`config.mk`:
```
export PLATFORM = sky130hd
export DESIGN_NAME = mbus_rx_path
export DESIGN_NICKNAME = d
export VERILOG_FILES = /design/src/mbus_pkg.sv /design/src/mbus_rx_filter.sv /design/src/mbus_rx_fifo.sv /design/src/mbus_layer_if.sv /design/src/mbus_rx_path.sv
export VERILOG_INCLUDE_DIRS = /design/src
export SDC_FILE = /design/constraint.sdc
export NUM_CORES = 1
export LEC_CHECK = 0
export BUFFER_PORTS_ARGS = -buffer_cell sky130_fd_sc_hd__buf_2
export CAP_MARGIN = 20
export CORE_MARGIN = 3
export CORE_UTILIZATION = 58
export DETAILED_ROUTE_END_ITERATION = 10
export GPL_ROUTABILITY_DRIVEN = 0
export PLACE_DENSITY = 0.78
export SETUP_SLACK_MARGIN = 0.2
export SKIP_CTS_REPAIR_TIMING = 1
export SYNTH_ARGS = -nofsm -noshare
export SYNTH_HDL_FRONTEND = slang
export SYNTH_SLANG_ARGS = --single-unit
```
`constraint.sdc`:
```
create_clock -name CLK_EXT -period 8.9 [get_ports CLK_EXT]
set_input_delay 0.89 -clock CLK_EXT [delete_from_list [all_inputs] [get_ports CLK_EXT]]
set_output_delay 0.89 -clock CLK_EXT [all_outputs]
set_load 0.005 [all_outputs]
```
`src/mbus_macros.svh`:
```
`ifndef MBUS_MACROS_SVH
`define MBUS_MACROS_SVH

// Address and data word widths on the member bus.
`define ADDR_WIDTH 32
`define DATA_WIDTH 32

// Function ID sits in the low bits of both address views.
`define FUNC_WIDTH 4

// Broadcast control channel.
`define CHANNEL_CTRL 4'h0

// Receive buffer entries, a power of two of at least 2.
`define RX_FIFO_DEPTH 4

// Filter credit counter must reach the full depth.
`define CREDIT_WIDTH ($clog2(`RX_FIFO_DEPTH) + 1)

// Layer-side prefix is as wide as the full prefix.
`define PREFIX_WIDTH 20

`endif

```
`src/mbus_pkg.sv`:
```
`include "mbus_macros.svh"

package mbus_pkg;

	// Short address, only the low byte carries meaning.
	typedef struct packed {
		logic [23:0]            unused;
		logic [3:0]             prefix;
		logic [`FUNC_WIDTH-1:0] func;
	} mbus_addr_short_t;

	// Full address, flagged by an all-ones marker in the top nibble.
	typedef struct packed {
		logic [3:0]               marker;
		logic [`PREFIX_WIDTH-1:0] prefix;
		logic [3:0]               rsvd;
		logic [`FUNC_WIDTH-1:0]   func;
	} mbus_addr_full_t;

	// One address word, read either way.
	typedef union packed {
		mbus_addr_short_t short_addr;
		mbus_addr_full_t  full_addr;
	} mbus_addr_u;

endpackage

```
`src/mbus_rx_filter.sv`:
```
`include "mbus_macros.svh"

module mbus_rx_filter
	import mbus_pkg::*;
(
	input  logic                     CLK_EXT,
	input  logic                     RESETn_local,
	input  logic                     node_rx_req,
	input  mbus_addr_u               rx_addr,
	input  logic [`DATA_WIDTH-1:0]   rx_data,
	input  logic                     rx_broadcast,
	input  logic                     rx_fail,
	input  logic                     credit_ret,
	output logic                     node_rx_ack,
	output logic                     push,
	output mbus_addr_u               push_addr,
	output logic [`DATA_WIDTH-1:0]   push_data,
	output logic                     push_broadcast,
	output logic [7:0]               ctrl_count,
	output logic [`DATA_WIDTH-1:0]   ctrl_data
);

	localparam logic [1:0] ST_IDLE     = 2'd0;
	localparam logic [1:0] ST_CLASSIFY = 2'd1;
	localparam logic [1:0] ST_ACK      = 2'd2;
	localparam logic [`CREDIT_WIDTH-1:0] CREDIT_INIT = `RX_FIFO_DEPTH;

	logic [1:0]               state;
	logic                     req_q;
	logic [`CREDIT_WIDTH-1:0] credits;
	logic                     is_ctrl;
	logic                     fire_push;

	// A control message never reaches the layer.
	assign is_ctrl = rx_broadcast && (rx_addr.short_addr.func == `CHANNEL_CTRL);

	assign fire_push = (state == ST_CLASSIFY) && !rx_fail && !is_ctrl && (credits != '0);

	always_ff @(posedge CLK_EXT or negedge RESETn_local)
	begin
		if (!RESETn_local)
		begin
			state       <= ST_IDLE;
			req_q       <= 1'b0;
			node_rx_ack <= 1'b0;
			push        <= 1'b0;
			ctrl_count  <= '0;
		end
		else
		begin
			req_q <= node_rx_req;
			push  <= 1'b0;
			case (state)
				ST_IDLE:
				begin
					if (node_rx_req && !req_q)
						state <= ST_CLASSIFY;
				end
				ST_CLASSIFY:
				begin
					// Forwarded messages wait here until a credit comes back.
					if (rx_fail || is_ctrl || fire_push)
					begin
						node_rx_ack <= 1'b1;
						state       <= ST_ACK;
					end
					if (!rx_fail && is_ctrl)
						ctrl_count <= ctrl_count + 8'd1;
					if (fire_push)
						push <= 1'b1;
				end
				ST_ACK:
				begin
					if (!node_rx_req)
					begin
						node_rx_ack <= 1'b0;
						state       <= ST_IDLE;
					end
				end
				default: state <= ST_IDLE;
			endcase
		end
	end

	always_ff @(posedge CLK_EXT or negedge RESETn_local)
	begin
		if (!RESETn_local)
			credits <= CREDIT_INIT;
		else
		begin
			case ({fire_push, credit_ret})
				2'b10:   credits <= credits - 1'b1;
				2'b01:   credits <= credits + 1'b1;
				default: credits <= credits;
			endcase
		end
	end

	always_ff @(posedge CLK_EXT)
	begin
		if (fire_push)
		begin
			push_addr      <= rx_addr;
			push_data      <= rx_data;
			push_broadcast <= rx_broadcast;
		end
		if ((state == ST_CLASSIFY) && !rx_fail && is_ctrl)
			ctrl_data <= rx_data;
	end

endmodule

```
`src/mbus_rx_fifo.sv`:
```
`include "mbus_macros.svh"

module mbus_rx_fifo
	import mbus_pkg::*;
(
	input  logic                     CLK_EXT,
	input  logic                     RESETn_local,
	input  logic                     push,
	input  mbus_addr_u               push_addr,
	input  logic [`DATA_WIDTH-1:0]   push_data,
	input  logic                     push_broadcast,
	input  logic                     hold_free,
	output logic                     credit_ret,
	output logic                     send,
	output mbus_addr_u               send_addr,
	output logic [`DATA_WIDTH-1:0]   send_data,
	output logic                     send_broadcast
);

	localparam int AW = $clog2(`RX_FIFO_DEPTH);

	mbus_addr_u             mem_addr [`RX_FIFO_DEPTH];
	logic [`DATA_WIDTH-1:0] mem_data [`RX_FIFO_DEPTH];
	logic                   mem_bc   [`RX_FIFO_DEPTH];

	// Pointers carry one wrap bit above the index.
	logic [AW:0] wr_ptr;
	logic [AW:0] rd_ptr;
	logic        cons_credit;
	logic        fifo_empty;
	logic        fire;

	assign fifo_empty = (wr_ptr == rd_ptr);
	assign fire       = !fifo_empty && cons_credit;

	always_ff @(posedge CLK_EXT or negedge RESETn_local)
	begin
		if (!RESETn_local)
		begin
			wr_ptr      <= '0;
			rd_ptr      <= '0;
			cons_credit <= 1'b1;
			send        <= 1'b0;
			credit_ret  <= 1'b0;
		end
		else
		begin
			send       <= fire;
			credit_ret <= fire;
			if (push)
				wr_ptr <= wr_ptr + 1'b1;
			if (fire)
			begin
				rd_ptr      <= rd_ptr + 1'b1;
				cons_credit <= 1'b0;
			end
			else if (hold_free)
				cons_credit <= 1'b1;
		end
	end

	always_ff @(posedge CLK_EXT)
	begin
		if (push)
		begin
			mem_addr[wr_ptr[AW-1:0]] <= push_addr;
			mem_data[wr_ptr[AW-1:0]] <= push_data;
			mem_bc[wr_ptr[AW-1:0]]   <= push_broadcast;
		end
		if (fire)
		begin
			send_addr      <= mem_addr[rd_ptr[AW-1:0]];
			send_data      <= mem_data[rd_ptr[AW-1:0]];
			send_broadcast <= mem_bc[rd_ptr[AW-1:0]];
		end
	end

endmodule

```
`src/mbus_layer_if.sv`:
```
`include "mbus_macros.svh"

module mbus_layer_if
	import mbus_pkg::*;
(
	input  logic                      CLK_EXT,
	input  logic                      RESETn_local,
	input  logic                      send,
	input  mbus_addr_u                send_addr,
	input  logic [`DATA_WIDTH-1:0]    send_data,
	input  logic                      send_broadcast,
	input  logic                      rx_ack,
	output logic                      hold_free,
	output logic                      rx_req,
	output logic [`DATA_WIDTH-1:0]    rx_data_out,
	output logic [`FUNC_WIDTH-1:0]    rx_func,
	output logic [`PREFIX_WIDTH-1:0]  rx_prefix,
	output logic                      rx_full,
	output logic                      rx_broadcast_out
);

	localparam logic [1:0] ST_IDLE    = 2'd0;
	localparam logic [1:0] ST_REQ     = 2'd1;
	localparam logic [1:0] ST_RELEASE = 2'd2;

	logic [1:0]             state;
	mbus_addr_u             hold_addr;
	logic [`DATA_WIDTH-1:0] hold_data;
	logic                   hold_bc;

	always_ff @(posedge CLK_EXT or negedge RESETn_local)
	begin
		if (!RESETn_local)
		begin
			state     <= ST_IDLE;
			rx_req    <= 1'b0;
			hold_free <= 1'b0;
		end
		else
		begin
			hold_free <= 1'b0;
			case (state)
				ST_IDLE:
				begin
					if (send)
					begin
						rx_req <= 1'b1;
						state  <= ST_REQ;
					end
				end
				ST_REQ:
				begin
					if (rx_ack)
					begin
						rx_req <= 1'b0;
						state  <= ST_RELEASE;
					end
				end
				ST_RELEASE:
				begin
					// Holding register is free once the layer drops its ack.
					if (!rx_ack)
					begin
						hold_free <= 1'b1;
						state     <= ST_IDLE;
					end
				end
				default: state <= ST_IDLE;
			endcase
		end
	end

	always_ff @(posedge CLK_EXT)
	begin
		if (send)
		begin
			hold_addr <= send_addr;
			hold_data <= send_data;
			hold_bc   <= send_broadcast;
		end
	end

	// Full address when the marker nibble is all ones.
	assign rx_full          = &hold_addr.full_addr.marker;
	assign rx_prefix        = rx_full ? hold_addr.full_addr.prefix
	                                  : `PREFIX_WIDTH'(hold_addr.short_addr.prefix);
	assign rx_func          = hold_addr.short_addr.func;
	assign rx_data_out      = hold_data;
	assign rx_broadcast_out = hold_bc;

endmodule

```
`src/mbus_rx_path.sv`:
```
`include "mbus_macros.svh"

module mbus_rx_path
	import mbus_pkg::*;
(
	input  logic                      CLK_EXT,
	input  logic                      RESETn_local,
	input  logic                      node_rx_req,
	input  mbus_addr_u                rx_addr,
	input  logic [`DATA_WIDTH-1:0]    rx_data,
	input  logic                      rx_broadcast,
	input  logic                      rx_fail,
	output logic                      node_rx_ack,
	output logic                      rx_req,
	output logic [`DATA_WIDTH-1:0]    rx_data_out,
	output logic [`FUNC_WIDTH-1:0]    rx_func,
	output logic [`PREFIX_WIDTH-1:0]  rx_prefix,
	output logic                      rx_full,
	output logic                      rx_broadcast_out,
	input  logic                      rx_ack,
	output logic [7:0]                ctrl_count,
	output logic [`DATA_WIDTH-1:0]    ctrl_data
);

	logic                   push;
	mbus_addr_u             push_addr;
	logic [`DATA_WIDTH-1:0] push_data;
	logic                   push_broadcast;
	logic                   credit_ret;
	logic                   send;
	mbus_addr_u             send_addr;
	logic [`DATA_WIDTH-1:0] send_data;
	logic                   send_broadcast;
	logic                   hold_free;

	mbus_rx_filter mbus_rx_filter_inst (
		.CLK_EXT        (CLK_EXT),
		.RESETn_local   (RESETn_local),
		.node_rx_req    (node_rx_req),
		.rx_addr        (rx_addr),
		.rx_data        (rx_data),
		.rx_broadcast   (rx_broadcast),
		.rx_fail        (rx_fail),
		.credit_ret     (credit_ret),
		.node_rx_ack    (node_rx_ack),
		.push           (push),
		.push_addr      (push_addr),
		.push_data      (push_data),
		.push_broadcast (push_broadcast),
		.ctrl_count     (ctrl_count),
		.ctrl_data      (ctrl_data)
	);

	mbus_rx_fifo mbus_rx_fifo_inst (
		.CLK_EXT        (CLK_EXT),
		.RESETn_local   (RESETn_local),
		.push           (push),
		.push_addr      (push_addr),
		.push_data      (push_data),
		.push_broadcast (push_broadcast),
		.hold_free      (hold_free),
		.credit_ret     (credit_ret),
		.send           (send),
		.send_addr      (send_addr),
		.send_data      (send_data),
		.send_broadcast (send_broadcast)
	);

	mbus_layer_if mbus_layer_if_inst (
		.CLK_EXT          (CLK_EXT),
		.RESETn_local     (RESETn_local),
		.send             (send),
		.send_addr        (send_addr),
		.send_data        (send_data),
		.send_broadcast   (send_broadcast),
		.rx_ack           (rx_ack),
		.hold_free        (hold_free),
		.rx_req           (rx_req),
		.rx_data_out      (rx_data_out),
		.rx_func          (rx_func),
		.rx_prefix        (rx_prefix),
		.rx_full          (rx_full),
		.rx_broadcast_out (rx_broadcast_out)
	);

endmodule

```
==> results.yml <==
pwr:
  vdd.ir_drop.worst_mv: 0.1892
  powerDensity_nw_per_um2: 283.4
  p_seq_frac: 0.552
  combinationalPowerShare: 0.112
  p_sw_frac: 0.2291
  power.internal_uw: 4490
  power_switching_uw: 1334
  leakage_uw: 0.006975
  finalPower_uw: 5824
  power_frac_clock: 0.337
placed_design:
  dp_cells: 1255
  port_buffers: 169
  dpl.hpwl_mm: 15.96
routing:
  drt_iter0_markers: 654
  routedWlPerCell_um: 22.27
  drtPass1Iterations: 4
  drtAntennaViolNets: 0
  drcViolationCount: 0
  num_vias: 7564
  routed_wl_mm: 29.89
  drt-vias-per-instance: 5.636
critical_path:
  critPathTopFamily: "flip-flops"
  start_kind: "flop"
  cpPeakStageDelay_ps: 1120
  cp_cell_sequence: "xor2_1 -> o31ai_1 -> clkinv_2 -> buf_4"
  crit_slowest_cell: "dfrtp_4"
  cp.arrival_ps: 3500
  worst_r2r_path_depth: 4
  r2r-end: "mbus_rx_fifo_inst.send_addr[11]$_DFFE_PP_"
  regToRegSetupSlack_ps: 5580
  worstPathRequired_ps: 9090
  crit_path_end_kind: "flop"
  rr_startpoint: "mbus_rx_fifo_inst.rd_ptr[1]$_DFFE_PN0P_"
  crit_fanout: 68
  crit_buf_inv: 2
  critPathKind: "flop to flop"
logic_synthesis:
  synth_top_area_share: 0.8233
  synth_common_cells: "487 x edfxtp_1, 65 x mux4_2, 26 x dfrtp_1"
  synth.area.top_cells: "edfxtp_1 82%, mux4_2 8.2%, dfrtp_1 3.7%, and2_1 0.70%, xor2_1 0.59%"
  ys_warn_count: 0
  yosysSeqAreaShare: 0.8629
  async_flop_share: 0.05437
  ys_ff_latch: 515
  synth_cell_types: 41
  synth_fp_nets: 793
  synth_edf_count: 487
  post-synth-top-area-cell: "edfxtp_1"
  syn_avg_cell_area_um2: 24.84
  synth_ff_type: "edfxtp_1"
  synthCells: 715
  yosysMostFrequentCell: "edfxtp_1"
  syn_area_um2: 17760
global_route:
  track_usage: 0.1825
  gr-total-overflow: 0
  grt_pass1_vias: 8020
  grt_pass1_wl_mm: 45.68
  antenna_found_initial: 0
  grt_start_max_net_pins: 69
clock_network:
  clk_latency_ps: 550
  tritoncts: "done"
  cts_htree_levels: 2
  clkTransAtPathRegs_ps: 60
  clock_sinks: 515
  cts_buffer_depth: 3
  numCtsBuffers: 49
  cts-root-buf: "clkbuf_16"
die:
  die_h_um: 181.0
  io_pins: 170
  core_area_um2: 29870
  row_count: 63
  die_w_um: 181.0
  die_area_um2: 32760
  start_util: 0.5945
worst_hold_path:
  hold_class: "input port to asynchronous set/reset pin"
timing:
  worst_slew_pin_slew_ps: 1043
  fin_setup_tns_ps: 0
  fin_crit_sh: 0.3726
  final-setup-viol-count: 0
  period_needed_ps: 3316
  drv_slew: 0
  fmax_mhz: 301.6
  rsz0062_at_grt: "false"
  slew_headroom: 0.3044
  skew_ps: 17.20
  hold_violations: 0
  hold-worst-slack_ps: 367.0
finish:
  fin_util: 0.6879
  n_antenna_cell: 0
  final_cells: 1342
  drive_gt1_frac: 0.3382
  area_delta_synth_final_pct: 15.70
  nets: 994
flow_run:
  max_cap_violations: 0
outcome:
  outcome: "completed"
==> worst max-delay path by stage <==
stage | end | startpoint | slack, ps | cells past startpoint
floorplan | mbus_rx_filter_inst.push_addr[0]$_DFFE_PP_ | rx_addr[2] | 1010 | 3
global placement | mbus_rx_fifo_inst.send_addr[9]$_DFFE_PP_ | mbus_rx_fifo_inst.rd_ptr[1]$_DFFE_PN0P_ | 5680 | 4
detailed placement | mbus_rx_fifo_inst.send_addr[7]$_DFFE_PP_ | mbus_rx_fifo_inst.rd_ptr[1]$_DFFE_PN0P_ | 5560 | 4
CTS | mbus_rx_fifo_inst.send_addr[27]$_DFFE_PP_ | mbus_rx_fifo_inst.rd_ptr[1]$_DFFE_PN0P_ | 5560 | 4
global route | mbus_rx_fifo_inst.send_addr[27]$_DFFE_PP_ | mbus_rx_fifo_inst.rd_ptr[1]$_DFFE_PN0P_ | 5380 | 4
finish | mbus_rx_fifo_inst.send_addr[11]$_DFFE_PP_ | mbus_rx_fifo_inst.rd_ptr[1]$_DFFE_PN0P_ | 5580 | 4
==> cell type report <==
class / count / area (µm²)
repair buffers: 173 / 875.8
fillers: 1759 / 9324
multi-input cells: 167 / 2290
clock buffers: 66 / 1320
flip-flops and latches: 515 / 15340
well taps: 390 / 488.0
inverters: 10 / 38.79
clock inverters: 21 / 200.2
==> state kept, by name, summed over array words and instances (netlist names), 2 cells and up <==
register and flops:
mbus_rx_fifo_inst.mem_addr 128, mbus_rx_fifo_inst.mem_data 128, mbus_layer_if_inst.hold_addr 32, mbus_layer_if_inst.rx_data_out 32, mbus_rx_fifo_inst.send_addr 32, mbus_rx_fifo_inst.send_data 32, mbus_rx_filter_inst.ctrl_data 32, mbus_rx_filter_inst.push_addr 32
mbus_rx_filter_inst.push_data 32, mbus_rx_filter_inst.ctrl_count 8, mbus_rx_fifo_inst.mem_bc 4, mbus_rx_fifo_inst.rd_ptr 3, mbus_rx_fifo_inst.wr_ptr 3, mbus_rx_filter_inst.credits 3, mbus_layer_if_inst.state 2, mbus_rx_filter_inst.state 2
==> kinds of logic after synthesis <==
logic type,synth area share
fa+ha+maj,0.006058
compound gates,0.005284
buf+inv,0.009369
simple gates,0.02050
flops,0.8629
mux,0.08749
xor+xnor,0.008382
==> per-layer routing <==
metal  track usage  wire, µm  vias to the layer above
met1        0.2492     12030                     3878
li1              -         -                     3333
met3       0.03684      2002                       71
met5             0         0                        -
met2        0.3014     14900                      282
met4       0.06307       961                        0
==> cell usage in the layout, fill, tap and decap left out, drive strengths merged, types with 5 or more instances in the layout <==
| cell type | n |
|---|---|
| and2 | 20 |
| buf | 173 |
| clkbuf | 66 |
| clkinv | 15 |
| dfrtp | 26 |
| edfxtp | 487 |
| ha | 7 |
| inv | 11 |
| mux2 | 8 |
| mux4 | 65 |
| nor3 | 6 |
| nor4 | 7 |
| o21ai | 6 |
| xnor2 | 5 |
| xor2 | 12 |
==> power groups by stage <==
stage | combinational (µW) | clock [µW] | sequential [µW]
3_3_place_gp | 629 | 0 | 3250
2_1_floorplan | 559 | 0 | 3130
4_1_cts | 667 | 2010 | 3220
3_5_place_dp | 655 | 0 | 3270
6_report | 650 | 1960 | 3210
5_1_grt | 710 | 2090 | 3250
==> stage by stage <==
stage / worst slack (ps) / instance area, µm²
2_1_floorplan: 1007 / 17760
3_3_place_gp: 5683 / 19030
3_5_place_dp: 5558 / 19030
4_1_cts: 5562 / 20550
5_1_grt: 5380 / 20550
6_report: 5584 / 20550
Note: power is estimated with default switching activity, not from simulation.
